[config.mk]
export PLATFORM = sky130hd
export DESIGN_NAME = branch_resolve_top
export DESIGN_NICKNAME = d
export VERILOG_FILES = /design/src/design/bru_pkg.sv /design/src/design/cf_decoder.sv /design/src/design/cf_op_fifo.sv /design/src/design/next_pc_unit.sv /design/src/design/branch_resolve_top.sv
export SDC_FILE = /design/constraint.sdc
export NUM_CORES = 1
export LEC_CHECK = 0
export BUFFER_PORTS_ARGS = -buffer_cell sky130_fd_sc_hd__buf_2
export CAP_MARGIN = 20
export CORE_MARGIN = 3
export CORE_UTILIZATION = 50
export CTS_CLUSTER_DIAMETER = 50
export DETAILED_ROUTE_END_ITERATION = 6
export MAX_ROUTING_LAYER = met4
export PLACE_DENSITY = 0.77
export SYNTH_ARGS = -nofsm -noshare
export SYNTH_HDL_FRONTEND = slang
export SYNTH_HIERARCHICAL = 1
export SYNTH_SLANG_ARGS = --single-unit
export TNS_END_PERCENT = 20
[constraint.sdc]
create_clock -name clk -period 14.3 [get_ports clk]
set_input_delay 2.145 -clock clk [delete_from_list [all_inputs] [get_ports clk]]
set_output_delay 2.145 -clock clk [all_outputs]
set_load 0.05 [all_outputs]
[src/design/bru_pkg.sv]
`default_nettype none

package bru_pkg;

   // data and address width of the core
   localparam int unsigned xlen = 64;

   // ebreak target unless the top level overrides it
   localparam logic [xlen-1:0] trap_vector_default = 64'h8000_0000;

   // resolved control-flow operations
   typedef enum logic [3:0] {
      op_none,
      op_beq,
      op_bne,
      op_blt,
      op_bge,
      op_bltu,
      op_bgeu,
      op_jal,
      op_jalr,
      op_ebreak
   } cf_op_e;

   // one decoded operation, as it sits in the fifo
   typedef struct packed {
      cf_op_e          op;
      logic [xlen-1:0] pc;
      logic [xlen-1:0] imm;          // already sign extended
      logic [xlen-1:0] src1;
      logic [xlen-1:0] src2;
      logic            rs1_pending;  // jalr only
   } cf_op_t;

   // resolver output bundle
   typedef struct packed {
      logic [xlen-1:0] next_pc;
      logic            taken;
      cf_op_e          op;
   } cf_result_t;

   // fetch-side input bundle
   typedef struct packed {
      logic [31:0]     instr;
      logic [xlen-1:0] pc;
      logic [xlen-1:0] rs1_data;
      logic [xlen-1:0] rs2_data;
      logic            rs1_pending;  // rs1 waits on a load
   } instr_in_t;

endpackage

`default_nettype wire

[src/design/cf_decoder.sv]
`default_nettype none

module cf_decoder (
   input  logic               clk,
   input  logic               rst_n,
   input  logic               in_valid,
   input  bru_pkg::instr_in_t in_data,
   output logic               dec_valid,
   output bru_pkg::cf_op_t    dec_op
);

   import bru_pkg::*;

   // rv major opcodes of interest
   localparam logic [6:0] opc_branch = 7'b1100011;
   localparam logic [6:0] opc_jal    = 7'b1101111;
   localparam logic [6:0] opc_jalr   = 7'b1100111;

   localparam logic [31:0] ebreak_word = 32'h0010_0073;

   logic [31:0]     instr;
   logic [6:0]      opcode;
   logic [2:0]      funct3;
   logic [xlen-1:0] imm_b;
   logic [xlen-1:0] imm_j;
   logic [xlen-1:0] imm_i;
   cf_op_e          op_dec;
   cf_op_t          op_next;

   assign instr  = in_data.instr;
   assign opcode = instr[6:0];
   assign funct3 = instr[14:12];

   // immediates, sign bit is always instr[31]
   assign imm_b = {{(xlen-12){instr[31]}}, instr[7], instr[30:25], instr[11:8], 1'b0};
   assign imm_j = {{(xlen-20){instr[31]}}, instr[19:12], instr[20], instr[30:21], 1'b0};
   assign imm_i = {{(xlen-12){instr[31]}}, instr[31:20]};

   always_comb begin
      op_dec = op_none;
      if (instr == ebreak_word) begin
         op_dec = op_ebreak;
      end else begin
         case (opcode)
            opc_branch: begin
               case (funct3)
                  3'b000:  op_dec = op_beq;
                  3'b001:  op_dec = op_bne;
                  3'b100:  op_dec = op_blt;
                  3'b101:  op_dec = op_bge;
                  3'b110:  op_dec = op_bltu;
                  3'b111:  op_dec = op_bgeu;
                  default: op_dec = op_none;  // 010/011 reserved
               endcase
            end
            opc_jal:  op_dec = op_jal;
            opc_jalr: op_dec = (funct3 == 3'b000) ? op_jalr : op_none;
            default:  op_dec = op_none;
         endcase
      end
   end

   always_comb begin
      op_next.op   = op_dec;
      op_next.pc   = in_data.pc;
      op_next.src1 = in_data.rs1_data;
      op_next.src2 = in_data.rs2_data;
      case (op_dec)
         op_jal:  op_next.imm = imm_j;
         op_jalr: op_next.imm = imm_i;
         op_beq, op_bne, op_blt, op_bge, op_bltu, op_bgeu: op_next.imm = imm_b;
         default: op_next.imm = '0;
      endcase
      // only jalr stalls on a pending load
      op_next.rs1_pending = in_data.rs1_pending && (op_dec == op_jalr);
   end

   always_ff @(posedge clk or negedge rst_n) begin
      if (!rst_n) begin
         dec_valid <= 1'b0;
      end else begin
         dec_valid <= in_valid;
      end
   end

   always_ff @(posedge clk) begin
      if (in_valid) begin
         dec_op <= op_next;
      end
   end

endmodule

`default_nettype wire

[src/design/cf_op_fifo.sv]
`default_nettype none

module cf_op_fifo #(
   parameter int depth = 4
) (
   input  logic            clk,
   input  logic            rst_n,
   input  logic            push,
   input  bru_pkg::cf_op_t push_op,
   input  logic            pop,
   output bru_pkg::cf_op_t head,
   output logic            not_empty,
   output logic            full
);

   import bru_pkg::*;

   localparam int ptr_w = (depth > 1) ? $clog2(depth) : 1;
   localparam int cnt_w = $clog2(depth + 1);

   cf_op_t           mem [depth];
   logic [ptr_w-1:0] wr_ptr;
   logic [ptr_w-1:0] rd_ptr;
   logic [cnt_w-1:0] count;
   logic             do_push;
   logic             do_pop;

   assign do_push = push && !full;  // push into a full fifo is lost
   assign do_pop  = pop && not_empty;

   assign head      = mem[rd_ptr];
   assign not_empty = (count != '0);
   assign full      = (count == cnt_w'(depth));

   always_ff @(posedge clk or negedge rst_n) begin
      if (!rst_n) begin
         wr_ptr <= '0;
         rd_ptr <= '0;
         count  <= '0;
      end else begin
         if (do_push) begin
            wr_ptr <= (wr_ptr == ptr_w'(depth - 1)) ? '0 : wr_ptr + 1'b1;
         end
         if (do_pop) begin
            rd_ptr <= (rd_ptr == ptr_w'(depth - 1)) ? '0 : rd_ptr + 1'b1;
         end
         case ({do_push, do_pop})
            2'b10:   count <= count + 1'b1;
            2'b01:   count <= count - 1'b1;
            default: count <= count;  // both or neither
         endcase
      end
   end

   always_ff @(posedge clk) begin
      if (do_push) begin
         mem[wr_ptr] <= push_op;
      end
   end

endmodule

`default_nettype wire

[src/design/next_pc_unit.sv]
`default_nettype none

module next_pc_unit #(
   parameter logic [bru_pkg::xlen-1:0] trap_vector = bru_pkg::trap_vector_default
) (
   input  logic                     clk,
   input  logic                     rst_n,
   input  logic                     not_empty,
   input  bru_pkg::cf_op_t          head,
   input  logic [bru_pkg::xlen-1:0] fwd_data,
   output logic                     pop,
   output logic                     res_valid,
   output bru_pkg::cf_result_t      res
);

   import bru_pkg::*;

   typedef enum logic {
      st_run,
      st_wait_fwd
   } state_e;

   state_e          state;
   state_e          state_next;
   logic            head_pend_jalr;
   logic [xlen-1:0] rs1_val;
   logic [xlen-1:0] seq_pc;
   logic [xlen-1:0] br_pc;
   logic [xlen-1:0] jalr_sum;
   logic            cond;
   cf_result_t      res_next;

   assign head_pend_jalr = (head.op == op_jalr) && head.rs1_pending;

   always_comb begin
      state_next = state;
      pop        = 1'b0;
      case (state)
         st_run: begin
            if (not_empty && head_pend_jalr) begin
               state_next = st_wait_fwd;  // late rs1 arrives next cycle
            end else begin
               pop = not_empty;
            end
         end
         st_wait_fwd: begin
            pop        = not_empty;
            state_next = st_run;
         end
         default: state_next = st_run;
      endcase
   end

   // forwarded rs1 only in the wait state
   assign rs1_val  = (state == st_wait_fwd) ? fwd_data : head.src1;
   assign seq_pc   = head.pc + xlen'(4);
   assign br_pc    = head.pc + head.imm;
   assign jalr_sum = rs1_val + head.imm;

   always_comb begin
      case (head.op)
         op_beq:  cond = (head.src1 == head.src2);
         op_bne:  cond = (head.src1 != head.src2);
         op_blt:  cond = ($signed(head.src1) < $signed(head.src2));
         op_bge:  cond = ($signed(head.src1) >= $signed(head.src2));
         op_bltu: cond = (head.src1 < head.src2);
         op_bgeu: cond = (head.src1 >= head.src2);
         default: cond = 1'b0;
      endcase
   end

   always_comb begin
      res_next.op = head.op;
      case (head.op)
         op_beq, op_bne, op_blt, op_bge, op_bltu, op_bgeu: begin
            res_next.next_pc = cond ? br_pc : seq_pc;
            res_next.taken   = cond;
         end
         op_jal: begin
            res_next.next_pc = br_pc;
            res_next.taken   = 1'b1;
         end
         op_jalr: begin
            res_next.next_pc = {jalr_sum[xlen-1:1], 1'b0};  // lsb cleared
            res_next.taken   = 1'b1;
         end
         op_ebreak: begin
            res_next.next_pc = trap_vector;
            res_next.taken   = 1'b1;
         end
         default: begin
            res_next.next_pc = seq_pc;
            res_next.taken   = 1'b0;
         end
      endcase
   end

   always_ff @(posedge clk or negedge rst_n) begin
      if (!rst_n) begin
         state     <= st_run;
         res_valid <= 1'b0;
      end else begin
         state     <= state_next;
         res_valid <= pop;
      end
   end

   always_ff @(posedge clk) begin
      if (pop) begin
         res <= res_next;
      end
   end

endmodule

`default_nettype wire

[src/design/branch_resolve_top.sv]
`default_nettype none

module branch_resolve_top #(
   parameter int                       fifo_depth  = 4,
   parameter logic [bru_pkg::xlen-1:0] trap_vector = bru_pkg::trap_vector_default
) (
   input  logic                     clk,
   input  logic                     rst_n,
   input  logic                     in_valid,
   input  bru_pkg::instr_in_t       in_data,
   input  logic [bru_pkg::xlen-1:0] fwd_data,
   output logic                     full,
   output logic                     res_valid,
   output bru_pkg::cf_result_t      res
);

   import bru_pkg::*;

   logic   dec_valid;
   cf_op_t dec_op;
   cf_op_t head;
   logic   not_empty;
   logic   pop;

   cf_decoder i_decoder (
      .clk       (clk),
      .rst_n     (rst_n),
      .in_valid  (in_valid),
      .in_data   (in_data),
      .dec_valid (dec_valid),
      .dec_op    (dec_op)
   );

   cf_op_fifo #(
      .depth (fifo_depth)
   ) i_fifo (
      .clk       (clk),
      .rst_n     (rst_n),
      .push      (dec_valid),
      .push_op   (dec_op),
      .pop       (pop),
      .head      (head),
      .not_empty (not_empty),
      .full      (full)
   );

   next_pc_unit #(
      .trap_vector (trap_vector)
   ) i_next_pc (
      .clk       (clk),
      .rst_n     (rst_n),
      .not_empty (not_empty),
      .head      (head),
      .fwd_data  (fwd_data),
      .pop       (pop),
      .res_valid (res_valid),
      .res       (res)
   );

endmodule

`default_nettype wire

==> PnR_summary.wiki <==
{| class="wikitable"
! Metric !! Value
|-
| Run status || completed
|-
| Number of global-route vias before repair || 34300
|-
| Quantity of hold-fixing buffers added after cts || 0
|-
| Launch instance of the worst register-to-register path || i_fifo/rd_ptr[1]$_DFFE_PN0P_
|-
| DRT Wirelength || 153 mm
|-
| CTS buffer count || 150
|-
| Layout overhead on the synthesized area || 13.8%
|-
| Mean post-synth cell area || 16.9 um^2
|-
| Ys async rst share || 0.00746
|-
| Storage cell area || 0.0402 mm^2
|-
| Setup crit start kind || flip-flop
|-
| Routed length per instance || 27.5 um
|-
| Endpoint of the worst setup timing path || i_next_pc/res[67]$_DFFE_PP_
|-
| Sum of routed wire segments on met1 || 60.2 mm
|-
| Number of storage elements in the synthesis netlist || 1341
|-
| Effective utilization at floorplan || 0.508
|-
| Cells resized by post-CTS repair || 0
|-
| Maxcap violations || 0
|-
| Reg-to-Reg End || i_next_pc/res[67]$_DFFE_PP_
|-
| Htree depth || 4
|-
| Dominant cells by area after synthesis || edfxtp_1 (67%), mux4_2 (9.9%), ha_1 (4.1%)
|-
| Highest metal layer with signal wires || met4
|-
| Cell chosen for the clock root || clkbuf_16
|-
| Die Outline Area || 0.123 mm^2
|-
| Number of fill cells in the layout || 8645
|-
| Clock tree from TritonCTS || done
|-
| Max Root-Sink Buffers || 3
|-
| Wire length of the first global-routing pass || 224 mm
|-
| Number of antenna violations at the first check in global routing || 5
|-
| Endpoint type of the worst setup path || flip-flop
|-
| Total standard cell area after synthesis || 0.0595 mm^2
|-
| Detail Route met3 WL || 12.0 mm
|-
| Final count of pins violating max slew || 0
|-
| Worst hold path class || flip-flop to flip-flop
|-
| Drt drc || 0
|-
| Routability congestion estimate || 0.978
|-
| Die Span X || 351 um
|-
| Number of search-and-repair iterations in the first detailed-routing pass || 5
|-
| Overflow after GRT || 0
|-
| R2R cell count || 16
|-
| Final net count || 4400
|-
| Detailed router's first-iteration violation count || 3367
|-
| Post-synth net total || 4022
|-
| Synth top area share || 0.672
|-
| Number of nets with antenna violations after routing || 0
|-
| Arr. time, crit path || 8.01 ns
|-
| Row count || 125
|-
| Final count of negative-setup-slack endpoints || 0
|-
| Post-synth top area cell || edfxtp_1
|-
| Worst slew pin tran || 1.08 ns
|-
| Cell variety after synth || 93
|-
| Largest net degree at the start of global routing || 129
|-
| Post-CTS setup buffers || 0
|-
| Clock-pin transition on the worst setup and hold timing paths || 0.06 ns
|-
| Yosys warnings || 6
|-
| Crit Path Category || flip-flop to flip-flop
|-
| Worst skew pair latency || 0.77 ns
|-
| Post-DP HPWL || 106 mm
|-
| GR Util All Layers || 0.257
|-
| Clock tree sinks || 1341
|-
| Fraction of layout cells with a size suffix above 1 || 0.247
|-
| Top flip-flop cell by instance count after synthesis || edfxtp_1
|-
| Portion of the clock cycle consumed by the worst path in the final layout || 0.524
|-
| Count of boundary I/O pins || 363
|-
| Peak Freq || 0.133 GHz
|-
| Flop-to-flop setup slack || 6.80 ns
|-
| Final hold violation count || 0
|-
| Post-Route Skew || 0.0350 ns
|-
| Final critical-path required period || 7.50 ns
|-
| Vias per std cell || 6.13
|-
| Post-Layout Inst Area || 0.0677 mm^2
|-
| Setup TNS || 0 ns
|-
| Top fanout value on the critical path || 64
|-
| Required time worst endpoint || 14.82 ns
|-
| Total length of routed met2 wires || 73.3 mm
|-
| Count of flip-flops with a built-in enable after synthesis || 1331
|-
| Synthesized instance count || 3531
|-
| Die boundary height || 351 um
|-
| Area post-placement || 0.0626 mm^2
|-
| Via count || 34100
|-
| Critical path origin || i_fifo/rd_ptr[1]$_DFFE_PN0P_
|-
| Fraction of the yosys area taken by sequential cells || 0.676
|-
| Number of buffers inserted by port buffering || 362
|-
| Remaining max-slew budget at the tightest pin || 0.280
|-
| Area of the multi-input gates || 0.0179 mm^2
|-
| Unrepaired setup endpoints after global routing || no
|-
| Core outline area || 0.117 mm^2
|}
cell usage in the layout, fill, tap and decap left out, drive strengths merged, types with 18 or more instances in the layout:
master  instances
nand2b         22
inv           132
and3           25
a21oi         173
a31oi          23
o21bai         21
nor3           27
xor2           99
nand3          75
mux2           66
edfxtp       1331
a211oi         20
o211ai         18
ha            196
mux4          261
a21o           91
nand4          56
nor2           86
xnor2          82
nand2         162
o221ai         39
clkinv         45
clkbuf        181
and2           26
nor2b          23
buf           406
o21ai         118
flip-flops by register name, indices dropped and copies added (netlist names):
| register | cells |
|---|---|
| i_next_pc/state | 1 |
| i_next_pc/res_valid | 1 |
| i_decoder/dec_valid | 1 |
| i_decoder/dec_op | 218 |
| i_next_pc/res | 69 |
| i_fifo/wr_ptr | 2 |
| i_fifo/count | 3 |
| i_fifo/mem | 1044 |
| i_fifo/rd_ptr | 2 |
stage by stage:
stage               hold slack, ns  cells  utilization  setup slack, ns
floorplan                    0.447   3531            -             6.64
global placement             0.468   5278        0.534             6.93
detailed placement           0.467   5279        0.534             6.89
CTS                          0.475   5550        0.578             6.87
global route                 0.495   5554        0.578             6.46
finish                       0.474   5555        0.578             6.80
layer usage:
layer	vias to the layer above	track usage
met2	1541	0.397
met4	0	0.114
met5	-	-
li1	14900	-
met1	17300	0.335
met3	309	0.0487
worst min-delay path by stage:
stage,cells after the start,to,from,slack (ns)
final,0,i_fifo/mem[3][212]$_DFFE_PP_,i_decoder/dec_op[212]$_DFFE_PP_,0.47
after global routing,0,i_fifo/mem[3][260]$_DFFE_PP_,i_decoder/dec_op[260]$_DFFE_PP_,0.50
after CTS,0,i_fifo/mem[2][260]$_DFFE_PP_,i_decoder/dec_op[260]$_DFFE_PP_,0.47
after detailed placement,1,i_fifo/count[2]$_DFFE_PN0P_,i_fifo/count[2]$_DFFE_PN0P_,0.47
after global placement,0,i_fifo/mem[3][58]$_DFFE_PP_,i_decoder/dec_op[58]$_DFFE_PP_,0.47
after floorplan,1,i_fifo/count[2]$_DFFE_PN0P_,i_fifo/count[2]$_DFFE_PN0P_,0.45
cells by family after synthesis:
logic type               count (synthesis)  synth area share
AND/OR/NAND/NOR                        563            0.0488
flip-flops                            1341             0.676
multiplexers                           335             0.113
buffers and inverters                  288            0.0235
adder cells (fa/ha/maj)                199            0.0422
AO/OA/AOI/OAI                          624            0.0703
XOR/XNOR                               181            0.0266
layout make-up:
| class | count | share of cell area |
|---|---|---|
| Antenna cell | 3 | 0.000111 |
| Clock buffer | 181 | 0.0587 |
| Clock inverter | 90 | 0.0161 |
| Inverter | 108 | 0.00599 |
| Multi-Input combinational cell | 1902 | 0.264 |
| Sequential cell | 1341 | 0.594 |
| Tap cell | 1524 | 0.0282 |
| Timing Repair Buffer | 406 | 0.0325 |
worst max-delay path, stage by stage, from the launching register on:
cell and delay [ns]:
dfrtp_4 1.06, buf_4 0.83, buf_4 0.67, mux4_2 0.42, ha_1 0.34, nand4_2 0.19, nor4_4 0.41, nand4_1 0.22
a31oi_1 0.27, nor4_1 0.15, xor2_1 0.16, and3_1 0.25, o32a_4 0.51, a21oi_4 0.66, buf_4 0.51, o211ai_1 0.17
a211o_1 0.28
synth_stat cells, drive strengths merged, types with 9 or more instances:
cell type,number
edfxtp,1331
mux4,261
ha,196
a21oi,173
nand2,162
o21ai,118
buf,109
inv,108
xor2,99
a21o,91
nor2,86
xnor2,82
nand3,75
clkbuf,71
mux2,66
nand4,56
o221ai,39
nor3,27
and2,26
and3,25
a31oi,23
nor2b,23
nand2b,22
o21bai,21
a211oi,20
o211ai,18
o21a,17
nor4,13
and4,11
a221oi,10
dfrtp,10
a21boi,9
a2bb2oi,9
Power is left out: the tool's default activity adds up to more than one toggle a clock period on the data nets, which glitch-free logic cannot reach.
